[src/common/leaf_macros.svh]
`ifndef LEAF_MACROS_SVH
`define LEAF_MACROS_SVH

// network packet layout
`define LEAF_PACKET_BITS   49
`define LEAF_PAYLOAD_BITS  32
`define LEAF_LEAF_BITS     5
`define LEAF_PORT_BITS     4

// source port gets whatever the other fields leave over
`define LEAF_SRC_BITS \
    (`LEAF_PACKET_BITS - 1 - 2 * `LEAF_LEAF_BITS - `LEAF_PORT_BITS - `LEAF_PAYLOAD_BITS)

// user stream lanes
`define LEAF_NUM_IN_PORTS  5
`define LEAF_NUM_OUT_PORTS 2

`define LEAF_FIFO_DEPTH    8

// address this leaf answers to out of reset
`define LEAF_SELF_ADDR     5'd3

`endif

[src/common/leaf_pkt_pkg.sv]
`default_nettype none
`include "leaf_macros.svh"

package leaf_pkt_pkg;

    typedef logic [`LEAF_PAYLOAD_BITS-1:0] payload_t;
    typedef logic [`LEAF_LEAF_BITS-1:0]    leaf_addr_t;
    typedef logic [`LEAF_PORT_BITS-1:0]    port_addr_t;
    typedef logic [`LEAF_SRC_BITS-1:0]     src_port_t;

    // valid sits in the top bit
    typedef struct packed {
        logic       valid;
        leaf_addr_t dest_leaf;
        port_addr_t dest_port;
        leaf_addr_t src_leaf;
        src_port_t  src_port;
        payload_t   payload;
    } leaf_packet_t;

    function automatic logic pkt_for_leaf(leaf_packet_t pkt, leaf_addr_t addr);
        return pkt.valid && (pkt.dest_leaf == addr);
    endfunction

    function automatic leaf_packet_t make_packet(leaf_addr_t dest_leaf,
                                                 port_addr_t dest_port,
                                                 leaf_addr_t src_leaf,
                                                 src_port_t  src_port,
                                                 payload_t   payload);
        leaf_packet_t pkt;
        pkt.valid     = 1'b1;
        pkt.dest_leaf = dest_leaf;
        pkt.dest_port = dest_port;
        pkt.src_leaf  = src_leaf;
        pkt.src_port  = src_port;
        pkt.payload   = payload;
        return pkt;
    endfunction

endpackage

`default_nettype wire

[src/common/leaf_cfg_pkg.sv]
`default_nettype none
`include "leaf_macros.svh"

package leaf_cfg_pkg;

    import leaf_pkt_pkg::*;

    typedef struct packed {
        leaf_addr_t dest_leaf;
        port_addr_t dest_port;
    } route_entry_t;

    // entry 0 serves output 1
    typedef route_entry_t [`LEAF_NUM_OUT_PORTS-1:0] route_table_t;

    typedef struct packed {
        logic [11:0] rsvd_hi;
        port_addr_t  dest_port;
        logic [2:0]  rsvd_mid;
        leaf_addr_t  dest_leaf;
        logic [6:0]  rsvd_lo;
        logic        out_sel;
    } cfg_word_t;

    function automatic route_entry_t cfg_route(cfg_word_t cfg);
        route_entry_t entry;
        entry.dest_leaf = cfg.dest_leaf;
        entry.dest_port = cfg.dest_port;
        return entry;
    endfunction

endpackage

`default_nettype wire

[src/hw/leaf_i5o2.sv]
`default_nettype none
`include "leaf_macros.svh"

module leaf_i5o2
    import leaf_pkt_pkg::*;
(
    input  wire               clk_400,
    input  wire               arst_n,
    input  wire leaf_packet_t din_leaf_bft2interface,
    output wire leaf_packet_t dout_leaf_interface2bft,
    input  wire               resend,
    input  wire               ap_start
);

    // lane 0 carries port 1
    wire payload_t [`LEAF_NUM_IN_PORTS-1:0]  dout_leaf_interface2user;
    wire [`LEAF_NUM_IN_PORTS-1:0]            vld_interface2user;
    wire [`LEAF_NUM_IN_PORTS-1:0]            ack_user2interface;

    wire payload_t [`LEAF_NUM_OUT_PORTS-1:0] din_leaf_user2interface;
    wire [`LEAF_NUM_OUT_PORTS-1:0]           vld_user2interface;
    wire [`LEAF_NUM_OUT_PORTS-1:0]           ack_interface2user;

    wire                                     reset_ap_start_user;

    leaf_interface leaf_interface_inst (
        .clk_400                  (clk_400),
        .arst_n                   (arst_n),
        .din_leaf_bft2interface   (din_leaf_bft2interface),
        .dout_leaf_interface2bft  (dout_leaf_interface2bft),
        .resend                   (resend),
        .ap_start                 (ap_start),
        .dout_leaf_interface2user (dout_leaf_interface2user),
        .vld_interface2user       (vld_interface2user),
        .ack_user2interface       (ack_user2interface),
        .din_leaf_user2interface  (din_leaf_user2interface),
        .vld_user2interface       (vld_user2interface),
        .ack_interface2user       (ack_interface2user),
        .reset_ap_start_user      (reset_ap_start_user)
    );

    user_kernel user_kernel_inst (
        .clk_400                  (clk_400),
        .reset_ap_start_user      (reset_ap_start_user),
        .dout_leaf_interface2user (dout_leaf_interface2user),
        .vld_interface2user       (vld_interface2user),
        .ack_user2interface       (ack_user2interface),
        .din_leaf_user2interface  (din_leaf_user2interface),
        .vld_user2interface       (vld_user2interface),
        .ack_interface2user       (ack_interface2user)
    );

endmodule

`default_nettype wire

[src/hw/leaf_interface/leaf_interface.sv]
`default_nettype none
`include "leaf_macros.svh"

module leaf_interface
    import leaf_pkt_pkg::*, leaf_cfg_pkg::*;
(
    input  wire                                     clk_400,
    input  wire                                     arst_n,
    input  wire leaf_packet_t                       din_leaf_bft2interface,
    output wire leaf_packet_t                       dout_leaf_interface2bft,
    input  wire                                     resend,
    input  wire                                     ap_start,

    output wire payload_t [`LEAF_NUM_IN_PORTS-1:0]  dout_leaf_interface2user,
    output wire [`LEAF_NUM_IN_PORTS-1:0]            vld_interface2user,
    input  wire [`LEAF_NUM_IN_PORTS-1:0]            ack_user2interface,

    input  wire payload_t [`LEAF_NUM_OUT_PORTS-1:0] din_leaf_user2interface,
    input  wire [`LEAF_NUM_OUT_PORTS-1:0]           vld_user2interface,
    output logic [`LEAF_NUM_OUT_PORTS-1:0]          ack_interface2user,

    output logic                                    reset_ap_start_user
);

    logic [`LEAF_NUM_IN_PORTS-1:0]          port_wr;
    wire  [`LEAF_NUM_IN_PORTS-1:0]          port_full;
    payload_t                               port_data;
    logic                                   cfg_wr;
    cfg_word_t                              cfg_data;
    route_table_t                           route;
    logic                                   started;
    wire  [`LEAF_NUM_OUT_PORTS-1:0]         out_full;
    wire  [`LEAF_NUM_OUT_PORTS-1:0]         out_vld;
    wire  payload_t [`LEAF_NUM_OUT_PORTS-1:0] out_data;
    logic [`LEAF_NUM_OUT_PORTS-1:0]         out_ack;

    packet_dispatch dispatch_inst (
        .clk_400   (clk_400),
        .arst_n    (arst_n),
        .pkt       (din_leaf_bft2interface),
        .port_full (port_full),
        .port_wr   (port_wr),
        .port_data (port_data),
        .cfg_wr    (cfg_wr),
        .cfg_data  (cfg_data)
    );

    for (genvar i = 0; i < `LEAF_NUM_IN_PORTS; i++) begin : g_in_fifo
        stream_fifo #(
            .item_t (payload_t),
            .DEPTH  (`LEAF_FIFO_DEPTH)
        ) fifo_inst (
            .clk_400 (clk_400),
            .arst_n  (arst_n),
            .wr      (port_wr[i]),
            .wr_data (port_data),
            .full    (port_full[i]),
            .rd_vld  (vld_interface2user[i]),
            .rd_data (dout_leaf_interface2user[i]),
            .rd_ack  (ack_user2interface[i])
        );
    end

    // kernel results queue here, a full queue stalls the kernel
    for (genvar j = 0; j < `LEAF_NUM_OUT_PORTS; j++) begin : g_out_fifo
        stream_fifo #(
            .item_t (payload_t),
            .DEPTH  (`LEAF_FIFO_DEPTH)
        ) fifo_inst (
            .clk_400 (clk_400),
            .arst_n  (arst_n),
            .wr      (vld_user2interface[j]),
            .wr_data (din_leaf_user2interface[j]),
            .full    (out_full[j]),
            .rd_vld  (out_vld[j]),
            .rd_data (out_data[j]),
            .rd_ack  (out_ack[j])
        );
    end

    assign ack_interface2user = ~out_full;

    packet_builder builder_inst (
        .clk_400 (clk_400),
        .arst_n  (arst_n),
        .resend  (resend),
        .route   (route),
        .in_vld  (out_vld),
        .in_data (out_data),
        .in_ack  (out_ack),
        .pkt     (dout_leaf_interface2bft)
    );

    always_ff @(posedge clk_400 or negedge arst_n) begin
        if (!arst_n) begin
            route <= '0;
        end else if (cfg_wr) begin
            route[cfg_data.out_sel] <= cfg_route(cfg_data);
        end
    end

    // sticky, stays set until the next arst_n
    always_ff @(posedge clk_400 or negedge arst_n) begin
        if (!arst_n) begin
            started <= 1'b0;
        end else if (ap_start) begin
            started <= 1'b1;
        end
    end

    // low holds the kernel in reset
    assign reset_ap_start_user = arst_n && started;

endmodule

`default_nettype wire

[src/hw/leaf_interface/packet_builder.sv]
`default_nettype none
`include "leaf_macros.svh"

module packet_builder
    import leaf_pkt_pkg::*, leaf_cfg_pkg::*;
(
    input  wire                                     clk_400,
    input  wire                                     arst_n,
    input  wire                                     resend,
    input  wire route_table_t                       route,
    input  wire [`LEAF_NUM_OUT_PORTS-1:0]           in_vld,
    input  wire payload_t [`LEAF_NUM_OUT_PORTS-1:0] in_data,
    output logic [`LEAF_NUM_OUT_PORTS-1:0]          in_ack,
    output leaf_packet_t                            pkt
);

    // lane with priority next, 0 is output 1
    logic         rr;
    logic         sel;
    logic         take;
    src_port_t    src_port;
    leaf_packet_t pkt_q;

    always_comb begin
        sel = rr;
        if (!in_vld[rr]) begin
            sel = ~rr;
        end
        take        = !resend && (|in_vld);
        in_ack      = '0;
        in_ack[sel] = take;
        // source port numbers outputs from 1
        src_port    = src_port_t'(sel) + 1'b1;
    end

    always_ff @(posedge clk_400 or negedge arst_n) begin
        if (!arst_n) begin
            rr    <= 1'b0;
            pkt_q <= '0;
        end else if (!resend) begin
            if (take) begin
                pkt_q <= make_packet(route[sel].dest_leaf, route[sel].dest_port,
                                     `LEAF_SELF_ADDR, src_port, in_data[sel]);
                rr    <= ~sel;
            end else begin
                pkt_q <= '0;
            end
        end
    end

    // a packet built just before resend rose is held back until it falls
    assign pkt = resend ? '0 : pkt_q;

endmodule

`default_nettype wire

[src/hw/leaf_interface/packet_dispatch.sv]
`default_nettype none
`include "leaf_macros.svh"

module packet_dispatch
    import leaf_pkt_pkg::*, leaf_cfg_pkg::*;
(
    input  wire                            clk_400,
    input  wire                            arst_n,
    input  wire leaf_packet_t              pkt,
    input  wire [`LEAF_NUM_IN_PORTS-1:0]   port_full,
    output logic [`LEAF_NUM_IN_PORTS-1:0]  port_wr,
    output payload_t                       port_data,
    output logic                           cfg_wr,
    output cfg_word_t                      cfg_data
);

    logic                          for_self;
    logic                          cfg_hit;
    logic [`LEAF_NUM_IN_PORTS-1:0] port_hit;

    always_comb begin
        for_self = pkt_for_leaf(pkt, `LEAF_SELF_ADDR);
        cfg_hit  = for_self && (pkt.dest_port == '0);
        // ports 1 to 5 land on lanes 0 to 4, higher ports match nothing
        for (int i = 0; i < `LEAF_NUM_IN_PORTS; i++) begin
            port_hit[i] = for_self && (pkt.dest_port == port_addr_t'(i + 1));
        end
    end

    always_ff @(posedge clk_400 or negedge arst_n) begin
        if (!arst_n) begin
            port_wr <= '0;
            cfg_wr  <= 1'b0;
        end else begin
            // no room on the lane, packet is lost
            port_wr <= port_hit & ~port_full;
            cfg_wr  <= cfg_hit;
        end
    end

    // one payload register feeds every lane and the route table
    always_ff @(posedge clk_400) begin
        port_data <= pkt.payload;
        cfg_data  <= cfg_word_t'(pkt.payload);
    end

endmodule

`default_nettype wire

[src/hw/leaf_interface/stream_fifo.sv]
`default_nettype none
`include "leaf_macros.svh"

module stream_fifo #(
    parameter type item_t = logic [`LEAF_PAYLOAD_BITS-1:0],
    parameter int  DEPTH  = `LEAF_FIFO_DEPTH
) (
    input  wire        clk_400,
    input  wire        arst_n,
    input  wire        wr,
    input  wire item_t wr_data,
    output logic       full,
    output logic       rd_vld,
    output item_t      rd_data,
    input  wire        rd_ack
);

    localparam int AW = (DEPTH > 1) ? $clog2(DEPTH) : 1;
    localparam int CW = AW + 1;
    localparam logic [AW-1:0] LAST_IDX  = AW'(DEPTH - 1);
    localparam logic [CW-1:0] FULL_CNT  = CW'(DEPTH);

    item_t          mem [DEPTH];
    logic [AW-1:0]  wr_ptr;
    logic [AW-1:0]  rd_ptr;
    logic [CW-1:0]  count;
    logic           push;
    logic           pop;

    assign full    = (count == FULL_CNT);
    assign rd_vld  = (count != '0);
    assign rd_data = mem[rd_ptr];

    // writes into a full buffer are ignored
    assign push = wr && !full;
    assign pop  = rd_vld && rd_ack;

    always_ff @(posedge clk_400) begin
        if (push) begin
            mem[wr_ptr] <= wr_data;
        end
    end

    always_ff @(posedge clk_400 or negedge arst_n) begin
        if (!arst_n) begin
            wr_ptr <= '0;
            rd_ptr <= '0;
            count  <= '0;
        end else begin
            if (push) begin
                wr_ptr <= (wr_ptr == LAST_IDX) ? '0 : wr_ptr + 1'b1;
            end
            if (pop) begin
                rd_ptr <= (rd_ptr == LAST_IDX) ? '0 : rd_ptr + 1'b1;
            end
            case ({push, pop})
                2'b10:   count <= count + 1'b1;
                2'b01:   count <= count - 1'b1;
                default: count <= count;
            endcase
        end
    end

endmodule

`default_nettype wire

[src/hw/leaf_user/user_kernel.sv]
`default_nettype none
`include "leaf_macros.svh"

module user_kernel
    import leaf_pkt_pkg::*;
(
    input  wire                                     clk_400,
    input  wire                                     reset_ap_start_user,
    input  wire payload_t [`LEAF_NUM_IN_PORTS-1:0]  dout_leaf_interface2user,
    input  wire [`LEAF_NUM_IN_PORTS-1:0]            vld_interface2user,
    output logic [`LEAF_NUM_IN_PORTS-1:0]           ack_user2interface,
    output payload_t [`LEAF_NUM_OUT_PORTS-1:0]      din_leaf_user2interface,
    output logic [`LEAF_NUM_OUT_PORTS-1:0]          vld_user2interface,
    input  wire [`LEAF_NUM_OUT_PORTS-1:0]           ack_interface2user
);

    logic running;
    logic sum_free;
    logic xor_free;
    logic fire_sum;
    logic fire_xor;

    // stays idle until the first clock after reset is released
    always_ff @(posedge clk_400 or negedge reset_ap_start_user) begin
        if (!reset_ap_start_user) begin
            running <= 1'b0;
        end else begin
            running <= 1'b1;
        end
    end

    // a result slot is free when empty or drained this cycle
    assign sum_free = !vld_user2interface[0] || ack_interface2user[0];
    assign xor_free = !vld_user2interface[1] || ack_interface2user[1];

    assign fire_sum = running && sum_free && vld_interface2user[0] && vld_interface2user[1];
    assign fire_xor = running && xor_free && (&vld_interface2user[4:2]);

    assign ack_user2interface = {fire_xor, fire_xor, fire_xor, fire_sum, fire_sum};

    always_ff @(posedge clk_400 or negedge reset_ap_start_user) begin
        if (!reset_ap_start_user) begin
            vld_user2interface <= '0;
        end else begin
            if (fire_sum) begin
                vld_user2interface[0] <= 1'b1;
            end else if (ack_interface2user[0]) begin
                vld_user2interface[0] <= 1'b0;
            end
            if (fire_xor) begin
                vld_user2interface[1] <= 1'b1;
            end else if (ack_interface2user[1]) begin
                vld_user2interface[1] <= 1'b0;
            end
        end
    end

    // sum wraps at 32 bits
    always_ff @(posedge clk_400) begin
        if (fire_sum) begin
            din_leaf_user2interface[0] <= dout_leaf_interface2user[0] +
                                          dout_leaf_interface2user[1];
        end
        if (fire_xor) begin
            din_leaf_user2interface[1] <= dout_leaf_interface2user[2] ^
                                          dout_leaf_interface2user[3] ^
                                          dout_leaf_interface2user[4];
        end
    end

endmodule

`default_nettype wire

[config.mk]
export PLATFORM = sky130hd
export DESIGN_NAME = leaf_i5o2
export DESIGN_NICKNAME = d
export VERILOG_FILES = /design/src/common/leaf_pkt_pkg.sv /design/src/common/leaf_cfg_pkg.sv /design/src/hw/leaf_i5o2.sv /design/src/hw/leaf_interface/leaf_interface.sv /design/src/hw/leaf_interface/packet_builder.sv /design/src/hw/leaf_interface/packet_dispatch.sv /design/src/hw/leaf_interface/stream_fifo.sv /design/src/hw/leaf_user/user_kernel.sv
export VERILOG_INCLUDE_DIRS = /design/src /design/src/common
export SDC_FILE = /design/constraint.sdc
export NUM_CORES = 2
export LEC_CHECK = 0
export BUFFER_PORTS_ARGS = -buffer_cell sky130_fd_sc_hd__buf_2
export CORE_UTILIZATION = 47
export CTS_CLUSTER_DIAMETER = 60
export DETAILED_ROUTE_END_ITERATION = 10
export SETUP_SLACK_MARGIN = 0.02
export SKIP_CTS_REPAIR_TIMING = 1
export SYNTH_ARGS = -nofsm -noshare
export SYNTH_HDL_FRONTEND = slang
export SYNTH_SLANG_ARGS = --single-unit
[constraint.sdc]
create_clock -name clk_400 -period 0.98 [get_ports clk_400]
set_input_delay 0 -clock clk_400 [delete_from_list [all_inputs] [get_ports clk_400]]
set_output_delay 0 -clock clk_400 [all_outputs]
set_load 0.01 [all_outputs]
* Word level (Yosys, flattened, before mapping) *
Memory sizes are Yosys's and may differ from the RTL's.
Cells that the tools add are included.

storage, ports and cells
  bits of input ports = 53
  bits in writable memories = 1792
  output and inout port bits = 49
  memories kept = 7
  bits in registers = 254
  word-level logic and storage cells = 251

operators by class
  add/subtract/negate cells = 30
  equal/unequal tests = 41
  bitwise gates (word level) = 9
  magnitude comparators = 5
  reduce and logical (&&, ||, !) cells = 62
  mux-type cells = 53

memory list
  memory                                           words  width  rd ports  clocked after memory_dff  wr ports  RTL line           source
  leaf_interface_inst.g_in_fifo[0].fifo_inst.mem   8      32     1         0                         1         stream_fifo.sv:23  item_t mem [DEPTH];
  leaf_interface_inst.g_in_fifo[1].fifo_inst.mem   8      32     1         0                         1         stream_fifo.sv:23
  leaf_interface_inst.g_in_fifo[2].fifo_inst.mem   8      32     1         0                         1         stream_fifo.sv:23
  leaf_interface_inst.g_in_fifo[3].fifo_inst.mem   8      32     1         0                         1         stream_fifo.sv:23
  leaf_interface_inst.g_in_fifo[4].fifo_inst.mem   8      32     1         0                         1         stream_fifo.sv:23
  leaf_interface_inst.g_out_fifo[0].fifo_inst.mem  8      32     1         0                         1         stream_fifo.sv:23
  +1 memories                                      -      -      -         -                         -         -

operator list
  kind                 number
  $mux 49              2
  $mux 32              2
  $xor 32x32->32       2
  $pmux 4 s2           7
  $add 3x1->3 const B  14
  $eq 3x3->1 const B   14
  $mux 3               14
  $add 32x32->32       1
  $logic_and 1x1->1    30
  $add 4x1->4 const B  7
  $eq 4x4->1 const B   7
  $reduce_bool 4->1    7
  $sub 4x1->4 const B  7
  $mux 9               3
  $mux 1               22
  $bwmux 18            1
  $reduce_bool 2->1    9
  $eq 2x1->1 const B   7
  $eq 2x2->1 const B   7
  $logic_not 1->1      10
  $demux 9 s1          1
  $eq 4x2->1 const B   2
  $eq 4x3->1 const B   2
  $lt 1x2->1 const B   3
  other kinds (15)     19

* Longest topological paths before layout *
  depth in word-level cells = 12
  gate-level depth with buffers = 14
  depth with buffers taken out = 12

* Cells and area by module *
A second synthesis with hierarchy kept.

unflattened totals
  cells, all modules = 3780
  area, all modules = 80553.5 um^2

by module, submodules not included
  module                                                        area each (um^2)  cells each  instances
  stream_fifo (leaf_interface_inst.g_in_fifo[1].fifo_inst ...)  10279.9           437         6
  stream_fifo (leaf_interface_inst.g_in_fifo[0].fifo_inst)      10289.9           437         1
  user_kernel                                                   4335.4            382         1
  packet_builder                                                2329.7            212         1
  packet_dispatch                                               1156.1            83          1
  leaf_interface                                                763.2             44          1

* Worst setup path before layout *
OpenSTA, ideal clock, no wires.

  kind = reg-to-reg
  start point = register leaf_interface_inst.g_out_fifo[1].fifo_inst.count[0]
  end point = memory leaf_interface_inst.g_out_fifo[1].fifo_inst.mem[0][0] (netlist name), enable pin
  setup slack = -3.359 ns
  arrival time = 3.838 ns
  setup time = 0.502 ns
  stages on the path, launching flop included = 5
  path through = dfrtp_1 -> nor3_1 -> nand2_1 -> nand2_1 -> nor4_1

between the ends
  longest elaborated chain between the ends = 5

ends and longest elaborated chain
  item                          RTL line           source
  from (decl)                   stream_fifo.sv:26  logic [CW-1:0] count;
  from (signal assigned)        stream_fifo.sv:57  2'b10: count <= count + 1'b1;
  from (signal assigned)        stream_fifo.sv:58  2'b01: count <= count - 1'b1;
  from (signal assigned)        stream_fifo.sv:59  default: count <= count;
  $eq 4x4->1                    stream_fifo.sv:30  assign full = (count == FULL_CNT);
  $logic_not 1->1               stream_fifo.sv:35  assign push = wr && !full;
  $logic_and 1x1->1             stream_fifo.sv:35
  $mux 1                        stream_fifo.sv:39  if (push) begin
  $mux 1 (implied by the code)  stream_fifo.sv:40  mem[wr_ptr] <= wr_data;
  to (decl)                     stream_fifo.sv:23

Every way passes these cells.

* Worst setup path after layout *
  start point = register leaf_interface_inst.g_in_fifo[0].fifo_inst.rd_ptr[0]
  end point = register user_kernel_inst.din_leaf_user2interface[19] (netlist name), data pin

between the ends
  longest elaborated chain between the ends = 2

ends and longest elaborated chain
  item                    RTL line           source
  from (decl)             stream_fifo.sv:25  logic [AW-1:0] rd_ptr;
  from (signal assigned)  stream_fifo.sv:54  rd_ptr <= (rd_ptr == LAST_IDX) ? '0 : rd_ptr + 1'b1;
  $mem_v2 8x32            -
  $add 32x32->32          user_kernel.sv:61  din_leaf_user2interface[0] <= dout_leaf_interface2user[0] +
  to (decl)               user_kernel.sv:12  output payload_t [`LEAF_NUM_OUT_PORTS-1:0] din_leaf_user2interface,

Every way passes these cells.
A chain may end at the register's enable or synchronous reset.

==> results.md <==
* Layout cells sized above 1 at 42.6%
* DRC viols at 0
* CTS max path bufs at 3
* Crit end category: flip-flop
* Largest area contributor in the netlist: edfxtp_1
* Fin crit period at 3560 ps
* Yosys reg bits at 2,031
* Clk_lat worst skew at 840 ps
* CP required at 1560 ps
* Avg Inst Size Synth at 21.0 µm²
* Combinational share of power at 16.6%
* Peak Freq at 281 MHz
* Top Ports at 102
* Leak at 34.5 nW
* Design area at 102,000 µm²
* Sequential group share of total power at 46.1%
* Hold_ws at -387 ps
* Initial antenna violation count at 7
* Max IR drop VDD at 1940 µV
* Switching pwr at 0.0502 W
* Tcrit/Tclk final at 364%
* Core Util, Final at 60.7%
* FILL cells at 11,800
* Post-synth EDFFs at 1,856
* Die width at 413 µm
* Worst stage delay on the critical path at 550 ps
* Register area at 60,000 µm²
* Worst min-delay path class: in2reg
* Async SR Flop Fraction at 7.04%
* CTS clock-pin slew for the worst setup and hold paths at 60 ps
* Gate Count Post-Synth at 3,783
* Worst-path fanout max at 8
* Post-DP HPWL at 123,000 µm
* Startpoint Class: flip-flop
* Max-slew headroom at 37.5%
* Worst Tran Pin Value at 934 ps
* Share of the synthesized area in the top cell type at 70.1%
* TritonCTS clock tree: built
* Crit path cell chain: buf_6, buf_4, mux4_2, mux2i_4, inv_2, ha_4, a211oi_4, o21ai_4, a211oi_4, buf_6, a21oi_4, or2_4, buf_4, xor2_1
* Gr usage total at 22.3%
* Synth Flop Type: edfxtp_1
* Via-to-Cell Ratio at 5.66
* Number of max-cap violations at 0
* CTS Sinks at 2,031
* Fin. Hold Viols at 59
* Seq/Total Area, Yosys at 75.4%
* Slew Limit Fails at 0
* Initial core utilization at 47.5%
* YS warnings at 0
* Area contributors post-synth: edfxtp_1 (70%), mux4_2 (13%), dfrtp_1 (4.5%), mux2i_1 (2.3%), ha_1 (1.3%)
* Number of global-route vias before repair at 40,400
* Row count at 150
* H-tree depth at 4
* CTS root buf: clkbuf_16
* Worst setup margin at -2580 ps
* Status: complete, but fails checks
* Total chip power at 0.210 W
* Final ANT Viol Nets at 0
* Post-Route WL at 196,000 µm
* TritonRoute pass-1 iters at 5
* Fin Clk Skew at 27.7 ps
* Vias at 40,800
* Core box area at 168,000 µm²
* Failing checks: negative hold slack, negative setup slack
* Iter 0 DRT Violations at 4,088
* Final GP Congestion at 0.881
* Largest net degree at the start of global routing at 48
* Worst R2R Setup Slack at -2580 ps
* Grt ovf at 0
* PD cells at 2060 nW/µm²
* Slowest CP cell: dfrtp_4
* Post-synth cell types at 80
* RSZ-0062 raised after global routing: true
* Post-Syn Area at 79,600 µm²
* Die height at 413 µm
* Int Pwr at 0.160 W
* Clock Power Share at 37.3%
* Multi-input logic area at 21,100 µm²
* WL/cell at 27.3 µm
* Total CTS buffers at 208
* Final setup violation count at 2,338
* Buffers on Ports at 91
* DIE AREA at 171,000 µm²
* Sw Share at 23.9%
* WS Path Type: reg2reg
* WP data arrival at 4140 ps
* Placed inst area at 90,600 µm²
* First-pass GRT wire length at 273,000 µm
* Layout Nets at 4,955
* Area growth syn-to-layout at 28.0%
worst paths after layout:
kind,startpoint,end,depth (start not counted)
setup / recovery,flip-flop,user_kernel_inst.din_leaf_user2interface[19],14
setup reg to reg,flip-flop,user_kernel_inst.din_leaf_user2interface[19],14
hold reg to reg,leaf_interface_inst.started,user_kernel_inst.running,2
hold / removal,resend,leaf_interface_inst.builder_inst.pkt_q[32],5
max in group asynchronous,arst_n,asynchronous set/reset pin,5
min in group asynchronous,leaf_interface_inst.started,user_kernel_inst.running,2
stage by stage:
stage / worst slack, ps / cells / hold WS, ps / TNS, ps
finish: -2580 / 7200 / -387 / -1936160
global route: -2720 / 7195 / -408 / -2097930
CTS: -2670 / 7020 / -996 / -1916320
detailed placement: -2620 / 6633 / -84.3 / -1842930
global placement: -2600 / 6633 / -87.1 / -1846920
floorplan: -2430 / 3785 / -296 / -3208150
routing by layer:
metal / wire length [µm] / share of wire [%] / GRT usage [%] / up-vias
met5: 13 / 0.0066 / 0 / -
met4: 4580 / 2.3 / 5.55 / 2
met3: 13600 / 6.9 / 4.19 / 257
met2: 94600 / 48 / 35.5 / 1299
met1: 83600 / 43 / 32.0 / 21600
li1: - / - / - / 17600
flip-flops by register name, summed over array words and instances, names as in the netlist, 7 cells and up:
register / flops
leaf_interface_inst.builder_inst.pkt_q: 44
leaf_interface_inst.dispatch_inst.cfg_data: 7
leaf_interface_inst.dispatch_inst.port_data: 25
leaf_interface_inst.g_in_fifo.fifo_inst.count: 20
leaf_interface_inst.g_in_fifo.fifo_inst.mem: 1280
leaf_interface_inst.g_in_fifo.fifo_inst.rd_ptr: 15
leaf_interface_inst.g_in_fifo.fifo_inst.wr_ptr: 15
leaf_interface_inst.g_out_fifo.fifo_inst.count: 8
leaf_interface_inst.g_out_fifo.fifo_inst.mem: 512
leaf_interface_inst.route: 18
user_kernel_inst.din_leaf_user2interface: 64
critical path: cells and delay by family (launching register included):
family / cells / cell delay, ps
buffers and inverters: 5 / 630
flip-flops: 1 / 550
multiplexers: 2 / 690
adder cells (fa/ha/maj): 1 / 250
AND/OR/NAND/NOR: 1 / 260
XOR/XNOR: 1 / 130
AO/OA/AOI/OAI: 4 / 800
cell families (layout without fill, tap and decap cells):
group,count (synthesis),count (layout),share of synthesized area [%]
simple gates,416,416,2.56
flops,2031,2031,75.4
fa+ha+maj,88,88,1.46
buf+inv,209,1415,1.27
other cells,2,9,0.00944
compound gates,201,201,1.81
mux,720,720,16.2
xor+xnor,116,116,1.28
power by group through the flow:
stage | logic (W) | registers, W | clock network, W
final | 0.0349 | 0.0968 | 0.0783
after global routing | 0.0371 | 0.0969 | 0.0828
after CTS | 0.0283 | 0.0966 | 0.0797
after detailed placement | 0.0283 | 0.0984 | 0
after global placement | 0.0280 | 0.0984 | 0
after floorplan | 0.0155 | 0.0982 | 0
synthesized netlist by cell type, types with 3 or more instances:
cell type,instances
nand4_1,8
fa_1,8
clkbuf_1,68
dfrtp_1,143
nand3_1,21
dfxtp_1,32
o211ai_1,4
a211oi_2,3
a21o_1,33
mux2_1,4
o21a_1,8
mux4_2,448
buf_2,62
nor2_1,61
xor2_1,51
inv_1,42
nand3b_1,5
nor3_1,50
a21oi_2,4
nand2b_1,27
o21ai_0,39
o21bai_1,4
nor2b_1,48
edfxtp_1,1856
xnor2_1,65
a32o_1,32
buf_6,9
nand2_1,156
mux2i_1,180
buf_1,13
and3_1,3
a21oi_1,40
and2_1,3
o21ai_1,9
ha_1,80
mux2_2,88
buf_4,14
nor4_1,12
final cells by class:
type                            count  share of cell area, %
Antenna cell                        5                 0.0123
Clock buffer                      262                   5.47
Clock inverter                    125                   1.19
Inverter                           42                  0.182
Multi-Input combinational cell   1545                   20.7
Sequential cell                  2031                   58.9
Tap cell                         2204                   2.71
Timing Repair Buffer              986                   10.8
layout by cell type (no fill, tap or decap), types with 28 or more instances in the layout:
master            n
edfxtp_1       1856
buf_4           491
mux4_2          448
clkbuf_16       239
buf_12          220
mux2i_1         133
dfrtp_1         121
nand2_1         110
buf_2            89
mux2_2           82
buf_6            73
dlygate4sd3_1    73
clkinv_1         49
ha_1             47
nor2b_1          46
clkbuf_1         43
xor2_1           34
nor2_1           34
mux2i_2          32
xnor2_2          32
a21o_1           31
nand2_2          31
a32o_1           31
xnor2_1          30
nor3_4           29
ha_4             29
clkinv_2         29
inv_1            28
Power figures use the tool's default switching activity.
